<file path="src/logic/rename_consts.svh">
`ifndef RENAME_CONSTS_SVH
`define RENAME_CONSTS_SVH

////////////////////////////////////////////////////////////
// Rename stage sizing
////////////////////////////////////////////////////////////

// Instructions renamed per cycle, also the number of release ports
`define RENAME_WIDTH 2

// Architectural integer registers
`define ARF_SIZE 32
`define ARF_INDEX_BITS 5

// Physical integer registers
`define PRF_SIZE 64
`define PRF_INDEX_BITS 6

// Branch checkpoint slots
`define CP_COUNT 4
`define CP_INDEX_BITS 2

`endif

</file>
<file path="src/logic/rename_pkg.sv">
`include "rename_consts.svh"

package rename_pkg;

  typedef logic [`ARF_INDEX_BITS-1:0] arf_index_t;
  typedef logic [`PRF_INDEX_BITS-1:0] prf_index_t;
  typedef logic [`CP_INDEX_BITS-1:0] cp_index_t;

  ////////////////////////////////////////////////////////////
  // Request side
  ////////////////////////////////////////////////////////////

  // One instruction of a rename group
  typedef struct packed {
    logic rd_valid;
    arf_index_t rs1;
    arf_index_t rs2;
    arf_index_t rd;
  } rename_lane_t;

  // Present when any lane has a destination or check is set
  typedef struct packed {
    rename_lane_t [`RENAME_WIDTH-1:0] lanes;
    logic check;
    cp_index_t check_idx;
  } rename_group_t;

  ////////////////////////////////////////////////////////////
  // Answer side and state images
  ////////////////////////////////////////////////////////////

  typedef struct packed {
    prf_index_t prs1;
    prf_index_t prs2;
    prf_index_t prd;
    prf_index_t prev_rd;
  } rename_result_t;

  // Register handed back at commit
  typedef struct packed {
    logic valid;
    prf_index_t prf;
  } release_t;

  typedef prf_index_t [`ARF_SIZE-1:0] map_image_t;
  typedef logic [`PRF_SIZE-1:0] prf_mask_t;

endpackage

</file>
<file path="src/logic/checkpoint_store.sv">
`include "rename_consts.svh"

module checkpoint_store
  import rename_pkg::*;
#(
  parameter type payload_t = logic
) (
  input  logic      clock,
  input  logic      reset,
  input  payload_t  reset_value,
  input  logic      write,
  input  cp_index_t write_idx,
  input  payload_t  data_in,
  input  cp_index_t read_idx,
  output payload_t  data_out
);

  payload_t slots [`CP_COUNT];

  ////////////////////////////////////////////////////////////
  // Slot storage
  ////////////////////////////////////////////////////////////

  // Every slot starts out as the reset state, so an early
  // recover lands on a consistent image
  always_ff @(posedge clock) begin
    if (reset) begin
      for (int i = 0; i < `CP_COUNT; i++) begin
        slots[i] <= reset_value;
      end
    end else if (write) begin
      slots[write_idx] <= data_in;
    end
  end

  // Recover needs the image in the same cycle
  always_comb begin
    data_out = slots[read_idx];
  end

endmodule

</file>
<file path="src/logic/free_list.sv">
`include "rename_consts.svh"

module free_list
  import rename_pkg::*;
(
  input  logic                               clock,
  input  logic                               reset,
  input  logic [`RENAME_WIDTH-1:0]           alloc_req,
  input  release_t [`RENAME_WIDTH-1:0]       releases,
  input  logic                               check,
  input  cp_index_t                          check_idx,
  input  logic                               commit,
  input  logic                               recover,
  input  cp_index_t                          recover_idx,
  output prf_index_t [`RENAME_WIDTH-1:0]     alloc_prf,
  output logic                               allocatable
);

  prf_mask_t free_q;
  prf_mask_t free_next;
  prf_mask_t free_reset;
  prf_mask_t free_saved;
  prf_mask_t release_bits;
  prf_mask_t avail_second;
  prf_mask_t rel_mask_q [`CP_COUNT];

  logic found_first;
  logic found_second;
  prf_index_t first_idx;
  prf_index_t second_idx;

  // Lowest set bit of a mask
  function automatic void find_lowest(input prf_mask_t mask, output logic found,
                                      output prf_index_t idx);
    found = 1'b0;
    idx = '0;
    for (int i = `PRF_SIZE - 1; i >= 0; i--) begin
      if (mask[i]) begin
        found = 1'b1;
        idx = prf_index_t'(i);
      end
    end
  endfunction

  // Registers above the identity map start free
  always_comb begin
    for (int i = 0; i < `PRF_SIZE; i++) begin
      free_reset[i] = (i >= `ARF_SIZE);
    end
  end

  ////////////////////////////////////////////////////////////
  // Allocation
  ////////////////////////////////////////////////////////////

  always_comb begin
    find_lowest(free_q, found_first, first_idx);
    avail_second = free_q;
    avail_second[first_idx] = 1'b0;
    find_lowest(avail_second, found_second, second_idx);
    alloc_prf[0] = first_idx;
    // Lane 1 takes the lowest when lane 0 has no destination
    alloc_prf[1] = alloc_req[0] ? second_idx : first_idx;
    allocatable = found_first & found_second;
  end

  always_comb begin
    release_bits = '0;
    for (int i = 0; i < `RENAME_WIDTH; i++) begin
      if (releases[i].valid) begin
        release_bits[releases[i].prf] = 1'b1;
      end
    end
    free_next = free_q;
    for (int i = 0; i < `RENAME_WIDTH; i++) begin
      if (alloc_req[i]) begin
        free_next[alloc_prf[i]] = 1'b0;
      end
    end
    free_next = free_next | release_bits;
  end

  ////////////////////////////////////////////////////////////
  // State update and recovery
  ////////////////////////////////////////////////////////////

  // A slot's release mask holds what was freed after its save
  always_ff @(posedge clock) begin
    if (reset) begin
      free_q <= free_reset;
      for (int s = 0; s < `CP_COUNT; s++) begin
        rel_mask_q[s] <= '0;
      end
    end else if (recover) begin
      free_q <= free_saved | rel_mask_q[recover_idx];
    end else if (commit) begin
      free_q <= free_next;
      for (int s = 0; s < `CP_COUNT; s++) begin
        if (check && check_idx == cp_index_t'(s)) begin
          rel_mask_q[s] <= '0;
        end else begin
          rel_mask_q[s] <= rel_mask_q[s] | release_bits;
        end
      end
    end
  end

  checkpoint_store #(.payload_t(prf_mask_t)) free_cp_i (
    .clock       (clock),
    .reset       (reset),
    .reset_value (free_reset),
    .write       (check & commit),
    .write_idx   (check_idx),
    .data_in     (free_next),
    .read_idx    (recover_idx),
    .data_out    (free_saved)
  );

endmodule

</file>
<file path="src/logic/map_table.sv">
`include "rename_consts.svh"

module map_table
  import rename_pkg::*;
(
  input  logic                                clock,
  input  logic                                reset,
  input  rename_group_t                       group,
  input  release_t [`RENAME_WIDTH-1:0]        releases,
  input  logic                                recover,
  input  cp_index_t                           recover_idx,
  input  prf_index_t [`RENAME_WIDTH-1:0]      alloc_prf,
  output rename_result_t [`RENAME_WIDTH-1:0]  result,
  output logic                                result_valid,
  output logic [`RENAME_WIDTH-1:0]            alloc_req,
  output release_t [`RENAME_WIDTH-1:0]        release_latched,
  output logic                                check,
  output cp_index_t                           check_idx,
  output logic                                commit
);

  rename_group_t group_q;

  map_image_t map_q;
  map_image_t map_next;
  map_image_t map_reset;
  map_image_t map_saved;

  // Identity mapping, arch i on phys i
  always_comb begin
    for (int i = 0; i < `ARF_SIZE; i++) begin
      map_reset[i] = prf_index_t'(i);
    end
  end

  ////////////////////////////////////////////////////////////
  // Input group register
  ////////////////////////////////////////////////////////////

  always_ff @(posedge clock) begin
    if (reset) begin
      group_q <= '0;
      release_latched <= '0;
    end else begin
      group_q <= group;
      release_latched <= releases;
    end
  end

  ////////////////////////////////////////////////////////////
  // Lane walk
  ////////////////////////////////////////////////////////////

  // Lanes in order, each one sees the writes of earlier lanes
  always_comb begin
    map_next = map_q;
    for (int i = 0; i < `RENAME_WIDTH; i++) begin
      result[i].prs1 = map_next[group_q.lanes[i].rs1];
      result[i].prs2 = map_next[group_q.lanes[i].rs2];
      result[i].prd = '0;
      result[i].prev_rd = '0;
      if (group_q.lanes[i].rd_valid) begin
        // Mapping before this lane's own write
        result[i].prev_rd = map_next[group_q.lanes[i].rd];
        result[i].prd = alloc_prf[i];
        map_next[group_q.lanes[i].rd] = alloc_prf[i];
      end
    end
  end

  always_comb begin
    result_valid = group_q.check;
    for (int i = 0; i < `RENAME_WIDTH; i++) begin
      alloc_req[i] = group_q.lanes[i].rd_valid;
      result_valid = result_valid | group_q.lanes[i].rd_valid;
    end
  end

  // A recover edge throws away the latched group
  assign commit = ~recover;
  assign check = group_q.check;
  assign check_idx = group_q.check_idx;

  ////////////////////////////////////////////////////////////
  // Map state
  ////////////////////////////////////////////////////////////

  always_ff @(posedge clock) begin
    if (reset) begin
      map_q <= map_reset;
    end else if (recover) begin
      map_q <= map_saved;
    end else begin
      map_q <= map_next;
    end
  end

  // Snapshot includes this group's renames
  checkpoint_store #(.payload_t(map_image_t)) map_cp_i (
    .clock       (clock),
    .reset       (reset),
    .reset_value (map_reset),
    .write       (group_q.check & commit),
    .write_idx   (group_q.check_idx),
    .data_in     (map_next),
    .read_idx    (recover_idx),
    .data_out    (map_saved)
  );

endmodule

</file>
<file path="src/logic/rename_unit.sv">
`include "rename_consts.svh"

module rename_unit
  import rename_pkg::*;
(
  input  logic                                clock,
  input  logic                                reset,
  input  rename_group_t                       group,
  input  release_t [`RENAME_WIDTH-1:0]        releases,
  input  logic                                recover,
  input  cp_index_t                           recover_idx,
  output rename_result_t [`RENAME_WIDTH-1:0]  result,
  output logic                                result_valid,
  output logic                                allocatable
);

  logic [`RENAME_WIDTH-1:0] alloc_req;
  prf_index_t [`RENAME_WIDTH-1:0] alloc_prf;
  release_t [`RENAME_WIDTH-1:0] release_latched;
  logic check;
  cp_index_t check_idx;
  logic commit;

  map_table map_table_i (
    .clock           (clock),
    .reset           (reset),
    .group           (group),
    .releases        (releases),
    .recover         (recover),
    .recover_idx     (recover_idx),
    .alloc_prf       (alloc_prf),
    .result          (result),
    .result_valid    (result_valid),
    .alloc_req       (alloc_req),
    .release_latched (release_latched),
    .check           (check),
    .check_idx       (check_idx),
    .commit          (commit)
  );

  // Works on the group latched by the map table
  free_list free_list_i (
    .clock       (clock),
    .reset       (reset),
    .alloc_req   (alloc_req),
    .releases    (release_latched),
    .check       (check),
    .check_idx   (check_idx),
    .commit      (commit),
    .recover     (recover),
    .recover_idx (recover_idx),
    .alloc_prf   (alloc_prf),
    .allocatable (allocatable)
  );

endmodule

</file>
<file path="config.mk">
export PLATFORM = sky130hd
export DESIGN_NAME = rename_unit
export DESIGN_NICKNAME = d
export VERILOG_FILES = /design/src/logic/rename_pkg.sv /design/src/logic/checkpoint_store.sv /design/src/logic/free_list.sv /design/src/logic/map_table.sv /design/src/logic/rename_unit.sv
export VERILOG_INCLUDE_DIRS = /design/src /design/src/logic
export SDC_FILE = /design/constraint.sdc
export NUM_CORES = 2
export LEC_CHECK = 0
export ABC_AREA = 0
export ABC_CLOCK_PERIOD_IN_PS = 16370
export BUFFER_PORTS_ARGS = -buffer_cell sky130_fd_sc_hd__clkbuf_2
export CAP_MARGIN = 20
export CORE_ASPECT_RATIO = 0.8
export CORE_UTILIZATION = 45
export CTS_CLUSTER_DIAMETER = 40
export DETAILED_ROUTE_END_ITERATION = 12
export PLACE_DENSITY = 0.63
export RECOVER_POWER = 100
export SLEW_MARGIN = 40
export SYNTH_ARGS = -nofsm -noshare
export SYNTH_HDL_FRONTEND = slang
export SYNTH_SLANG_ARGS = --single-unit
export TNS_END_PERCENT = 50
</file>
<file path="constraint.sdc">
create_clock -name clock -period 16.37 [get_ports clock]
set_input_delay 1.637 -clock clock [delete_from_list [all_inputs] [get_ports clock]]
set_output_delay 1.637 -clock clock [all_outputs]
set_load 0.05 [all_outputs]
</file>
# Yosys cells after proc, flatten, opt, wreduce, memory -nomap -nowiden
# Memories as Yosys holds them, arrays and structs flattened.
# Cells that the tools add are included.
[totals]
reg_bits = 305
ram_bits = 1280
inputBits = 54
out_inout_bits = 50
n_memories = 3
[mem_list]
columns = ["name", "depth", "width", "rd", "rd_ports_with_merged_regs", "write_ports", "line_no", "source"]
rows = [
  ["map_table_i.map_cp_i.slots", 4, 192, 1, 0, 4, "checkpoint_store.sv:18", "payload_t slots [`CP_COUNT];"],
  ["free_list_i.free_cp_i.slots", 4, 64, 1, 0, 4, "checkpoint_store.sv:18", ""],
  ["free_list_i.rel_mask_q", 4, 64, 5, 0, 4, "free_list.sv:25", "prf_mask_t rel_mask_q [`CP_COUNT];"],
]
[classes]
n_lt_le_gt_ge = 16
eq_ne = 3
muxes = 344
bitwise_logic = 24
reduce_logical = 13
[ops]
columns = ["cell", "count"]
rows = [
  ["$mux W64", 14],
  ["$mux W6", 137],
  ["$mux W192", 4],
  ["$or A64 B64 Y64", 7],
  ["$bwmux W192", 2],
  ["$reduce_or A192 Y1", 1],
  ["$bmux W6 S5", 6],
  ["$mux W1", 171],
  ["$and A64 B64 Y64", 2],
  ["$not A64 Y64", 2],
  ["$reduce_or A64 Y1", 1],
  ["$demux W6 S5", 2],
  ["$lt A5 B6 Y1 const B", 6],
  ["$lt A6 B7 Y1 const B", 4],
  ["$demux W1 S6", 4],
  ["$ge A6 B1 Y1 const B", 4],
  ["$mux W12", 2],
  ["$ge A5 B1 Y1 const B", 2],
  ["$logic_and A1 B1 Y1", 10],
  ["$or A1 B1 Y1", 10],
  ["$eq A2 B2 Y1 const B", 2],
  ["$mux W2", 2],
  ["$and A1 B1 Y1", 2],
  ["$eq A2 B1 Y1 const B", 1],
  ["2 further kinds", 2],
]

# Logic depth before layout (Yosys ltp)
[logic_depth]
depth_word = 144
mapped_depth = 19

# Cells and area by module
# Synthesis repeated with hierarchy kept, for this count alone.
[hier_totals]
cells_unflattened = 7188
area_unflattened_um2 = 94092.7
[modules_own_cells]
columns = ["mod", "n_inst", "cells_each", "area_per_inst_um2", "seq_area_each_um2"]
rows = [
  ["checkpoint_store at map_table_i.map_cp_i", 1, 1865, 37003.0, 23062.1],
  ["map_table", 1, 2673, 23301.1, 4824.6],
  ["free_list", 1, 2021, 20519.7, 8968.6],
  ["checkpoint_store at free_list_i.free_cp_i", 1, 629, 13269.0, 7687.4],
]

# Worst setup path after synthesis
# OpenSTA, ideal clock, no wires.
[synth_timing]
kind = "input to register"
start = "in recover"
end = "mem free_list_i.free_cp_i.slots[3][0] in the netlist's numbering (enable)"
setup_time_ns = 0.927
t_arrival_ns = 13.760
path_slack_ns = 1.683
stages = 3
n_path_buf = 2
path_cell_list = "clkbuf_1 -> clkbuf_1 -> o21bai_1"
[synth_lines]
columns = ["element", "line_no", "source"]
rows = [
  ["start, declared", "rename_unit.sv:10", "input logic recover,"],
  ["end, declared", "checkpoint_store.sv:18", ""],
]

==> impl_metrics.yaml <==
status:
  outcome: "finished, violations left"
  violations: "max-capacitance violations, max-slew violations"
timing:
  relSlewSlack: -4.07
  hold_slack_ns: 0.561
  rsz0062_at_grt: "no"
  setup_viol: 0
  finalHoldViolations: 0
  finalMaxSlewViolations: 2304
  worst_pin_slew_ns: 7.60
  period_minus_slack_ns: 12.65
  fin_tns_setup_ns: 0
  max_freq_ghz: 0.0790
  timing.final.crit_share: 0.773
  skew_ns: 0.0602
die:
  placementRows: 139
  start_util: 0.454
  die_w_um: 478
  fp.dieH_um: 383
  core_area_mm2: 0.180
  io_pins: 104
  die_area_mm2: 0.183
drt:
  vias_per_cell: 6.76
  first_pass_iters: 7
  wl_um: 311000
  drt_iter0_drc: 9873
  wl_per_cell_um: 33.2
  route.vias.total: 63421
  ant_nets: 0
  route.detailed.drc: 0
place:
  dp_cells: 9000
  dpl_cell_area_mm2: 0.0850
  io_buffers: 103
  place.gp.congestion: 1.02
  dp_hpwl_um: 201000
worst_setup_path:
  critPathTopFamily: "buffers and inverters"
  rrSetupSlack_ns: 4.17
  cp.required_ns: 16.92
  r2r-start: "free_list_i.free_q[8]$_SDFF_PP0_"
  timing_worst_setup_path_type: "in -> reg"
  critical-path-max-stage-delay_ns: 5.34
  path_buf_inv: 3
  critPathMaxFanout: 107
  critPathArrivalTime_ns: 13.20
  startpoint: "reset"
  r2r_cells: 15
  cp-start-kind: "input port"
  worst_path_max_delay_cell: "clkbuf_1"
  crit_chain: "clkbuf_1 -> nor2_1 -> clkbuf_1 -> nand2_1 -> buf_4 -> nor2_1 -> nand2_1"
  cp-end-kind: "register"
  r2r_end: "free_list_i.free_cp_i.slots[2][56]$_SDFFCE_PN1P_"
clocking:
  clk_latency_ns: 0.87
  cts_buffers: 197
  post_cts.repair.setup_buffers: 0
  hold_buffers: 0
  cts.repair.resized: 0
  cts-root-buf: "clkbuf_16"
  cts_sinks: 1585
  cts_tree: "done"
  htree_num_levels: 4
  clkTransAtPathRegs_ns: 0.06
  clk_path_buf_depth: 3
global_routing:
  gr-total-overflow: 0
  antenna_found_initial: 7
  first_global_vias: 59553
  grt_max_degree: 131
  grtUsageTotal: 0.335
  grt_first_pass_wirelength_um: 442000
pwr:
  powerDensity_mw_per_mm2: 115
  vdd_drop_max_v: 0.0000903
  power_leakage_uw: 0.0285
  power_uw: 10500
layout:
  multi_input_area_mm2: 0.0346
  layout.area.seq_mm2: 0.0446
  final_nets: 6860
  final_cell_area_mm2: 0.0912
  fin_cells: 9382
  syn2layout_area_growth_pct: 11.8
  nFillCells: 15571
  layout-drive-gt1-share: 0.176
flow_run:
  cap_violations: 52
yosys:
  yosys.area.top_type: "edfxtp_1"
  synth-edff-count: 1280
  synthesis.nets: 6944
  synthFlopType: "edfxtp_1"
  ys_warn_count: 0
  synth_area_mm2: 0.0815
  avgSynthCellArea_um2: 11.8
  synthArstFlopShare: 0
  seq_area_frac_synth: 0.546
  synth_area_leaders: "edfxtp_1 (47%), mux4_2 (15%), dfxtp_1 (7.5%)"
  syn_inst: 6890
  synth_top_area_frac: 0.471
  synth_seq_cells: 1585
  synth.distinct_cells: 102
hold_path:
  hp-class: "reg -> reg"
  worstHoldStart: "free_list_i.rel_mask_q[2][56]$_SDFFCE_PN0P_"
  hold_end: "free_list_i.rel_mask_q[2][56]$_SDFFCE_PN0P_"
  hold_depth: 1
-- how the worst max path moves through the flow --
stage / endpoint / slack, ns / cells after the start
2_1_floorplan: free_list_i.free_cp_i.slots[3][0]$_DFFE_PP_ / 1.68 / 3
3_3_place_gp: result[32] / 9.02 / 14
3_5_place_dp: result[31] / 8.91 / 14
4_1_cts: result[31] / 7.97 / 14
5_1_grt: free_list_i.free_cp_i.slots[3][56]$_DFFE_PP_ / 4.05 / 7
6_report: free_list_i.free_cp_i.slots[3][56]$_DFFE_PP_ / 3.72 / 7
-- cell usage after synthesis, types with 30 or more instances --
cell type  instances
a211oi_1         115
mux4_2           530
nand2_1          786
o22ai_1           68
nor4_1            30
a31oi_1           31
or2_2             40
o211ai_1          47
o21ai_0          271
clkbuf_1         447
mux2i_1           62
nor2b_1           62
edfxtp_1        1280
nand2b_1          63
dfxtp_1          305
buf_1             64
nor3_1           200
inv_1             37
o31ai_1           35
nor2_1          1045
nand3_1          142
a21oi_1          360
o21a_1           296
-- cell usage in the layout (no fill, tap or decap), types with 25 or more instances in the layout --
cell and instances:
dfxtp_1 292, nor2_1 1037, nor3_1 199, nand4_1 27, o211ai_1 54, o31ai_1 64, mux4_2 530, nand2b_1 62
mux2i_1 62, buf_4 95, a31oi_1 31, o311ai_0 25, inv_1 36, nor4_1 28, nor2b_1 62, o22ai_2 25
o21ai_0 288, nand2_1 775, clkbuf_2 60, o21a_1 294, inv_6 25, nand3_1 142, a21oi_1 365, clkbuf_1 108
a211oi_1 115, o22ai_1 43, edfxtp_1 1280, clkbuf_16 200, or2_2 38
-- flip-flops by register name, summed over array words and instances, names as in the netlist --
| signal | count |
|---|---|
| free_list_i.free_q | 64 |
| map_table_i.group_q | 30 |
| map_table_i.map_cp_i.slots | 768 |
| map_table_i.map_q | 192 |
| free_list_i.rel_mask_q | 256 |
| map_table_i.check | 1 |
| map_table_i.release_latched | 14 |
| free_list_i.free_cp_i.slots | 256 |
| map_table_i.check_idx | 2 |
| map_table_i.alloc_req | 2 |
-- through the flow --
| step | setup WS, ns | util |
|---|---|---|
| 3_3_place_gp | 9.02 | 0.470 |
| 3_5_place_dp | 8.91 | 0.473 |
| 6_report | 3.72 | 0.507 |
| 5_1_grt | 4.05 | 0.507 |
| 4_1_cts | 7.97 | 0.512 |
| 2_1_floorplan | 1.68 | - |
-- cell families after synthesis --
kind of cell | share of synthesized area
buffers and inverters | 0.0287
multiplexers | 0.158
AND/OR/NAND/NOR | 0.136
XOR/XNOR | 0.000107
flip-flops | 0.546
adder cells (fa/ha/maj) | 0.000752
AO/OA/AOI/OAI | 0.130
-- power by group --
part           switching [uW]  internal [uW]
logic                     937            356
registers                 123           4490
clock network            1900           2700
-- per-layer routing --
layer | vias up | share of wire | track usage
li1 | 26128 | - | -
met1 | 31783 | 0.40 | 0.484
met2 | 4693 | 0.40 | 0.452
met3 | 809 | 0.15 | 0.120
met4 | 8 | 0.047 | 0.140
met5 | - | 0.00056 | 0.00394
-- final cells by class --
cell class                      count  share of cell area
Antenna cell                        2           0.0000549
Clock buffer                      245              0.0592
Clock inverter                    131              0.0177
Inverter                           40             0.00180
Multi-Input combinational cell   4711               0.380
Sequential cell                  1585               0.489
Tap cell                         2397              0.0329
Timing Repair Buffer              271              0.0199
Power figures use the tool's default switching activity.
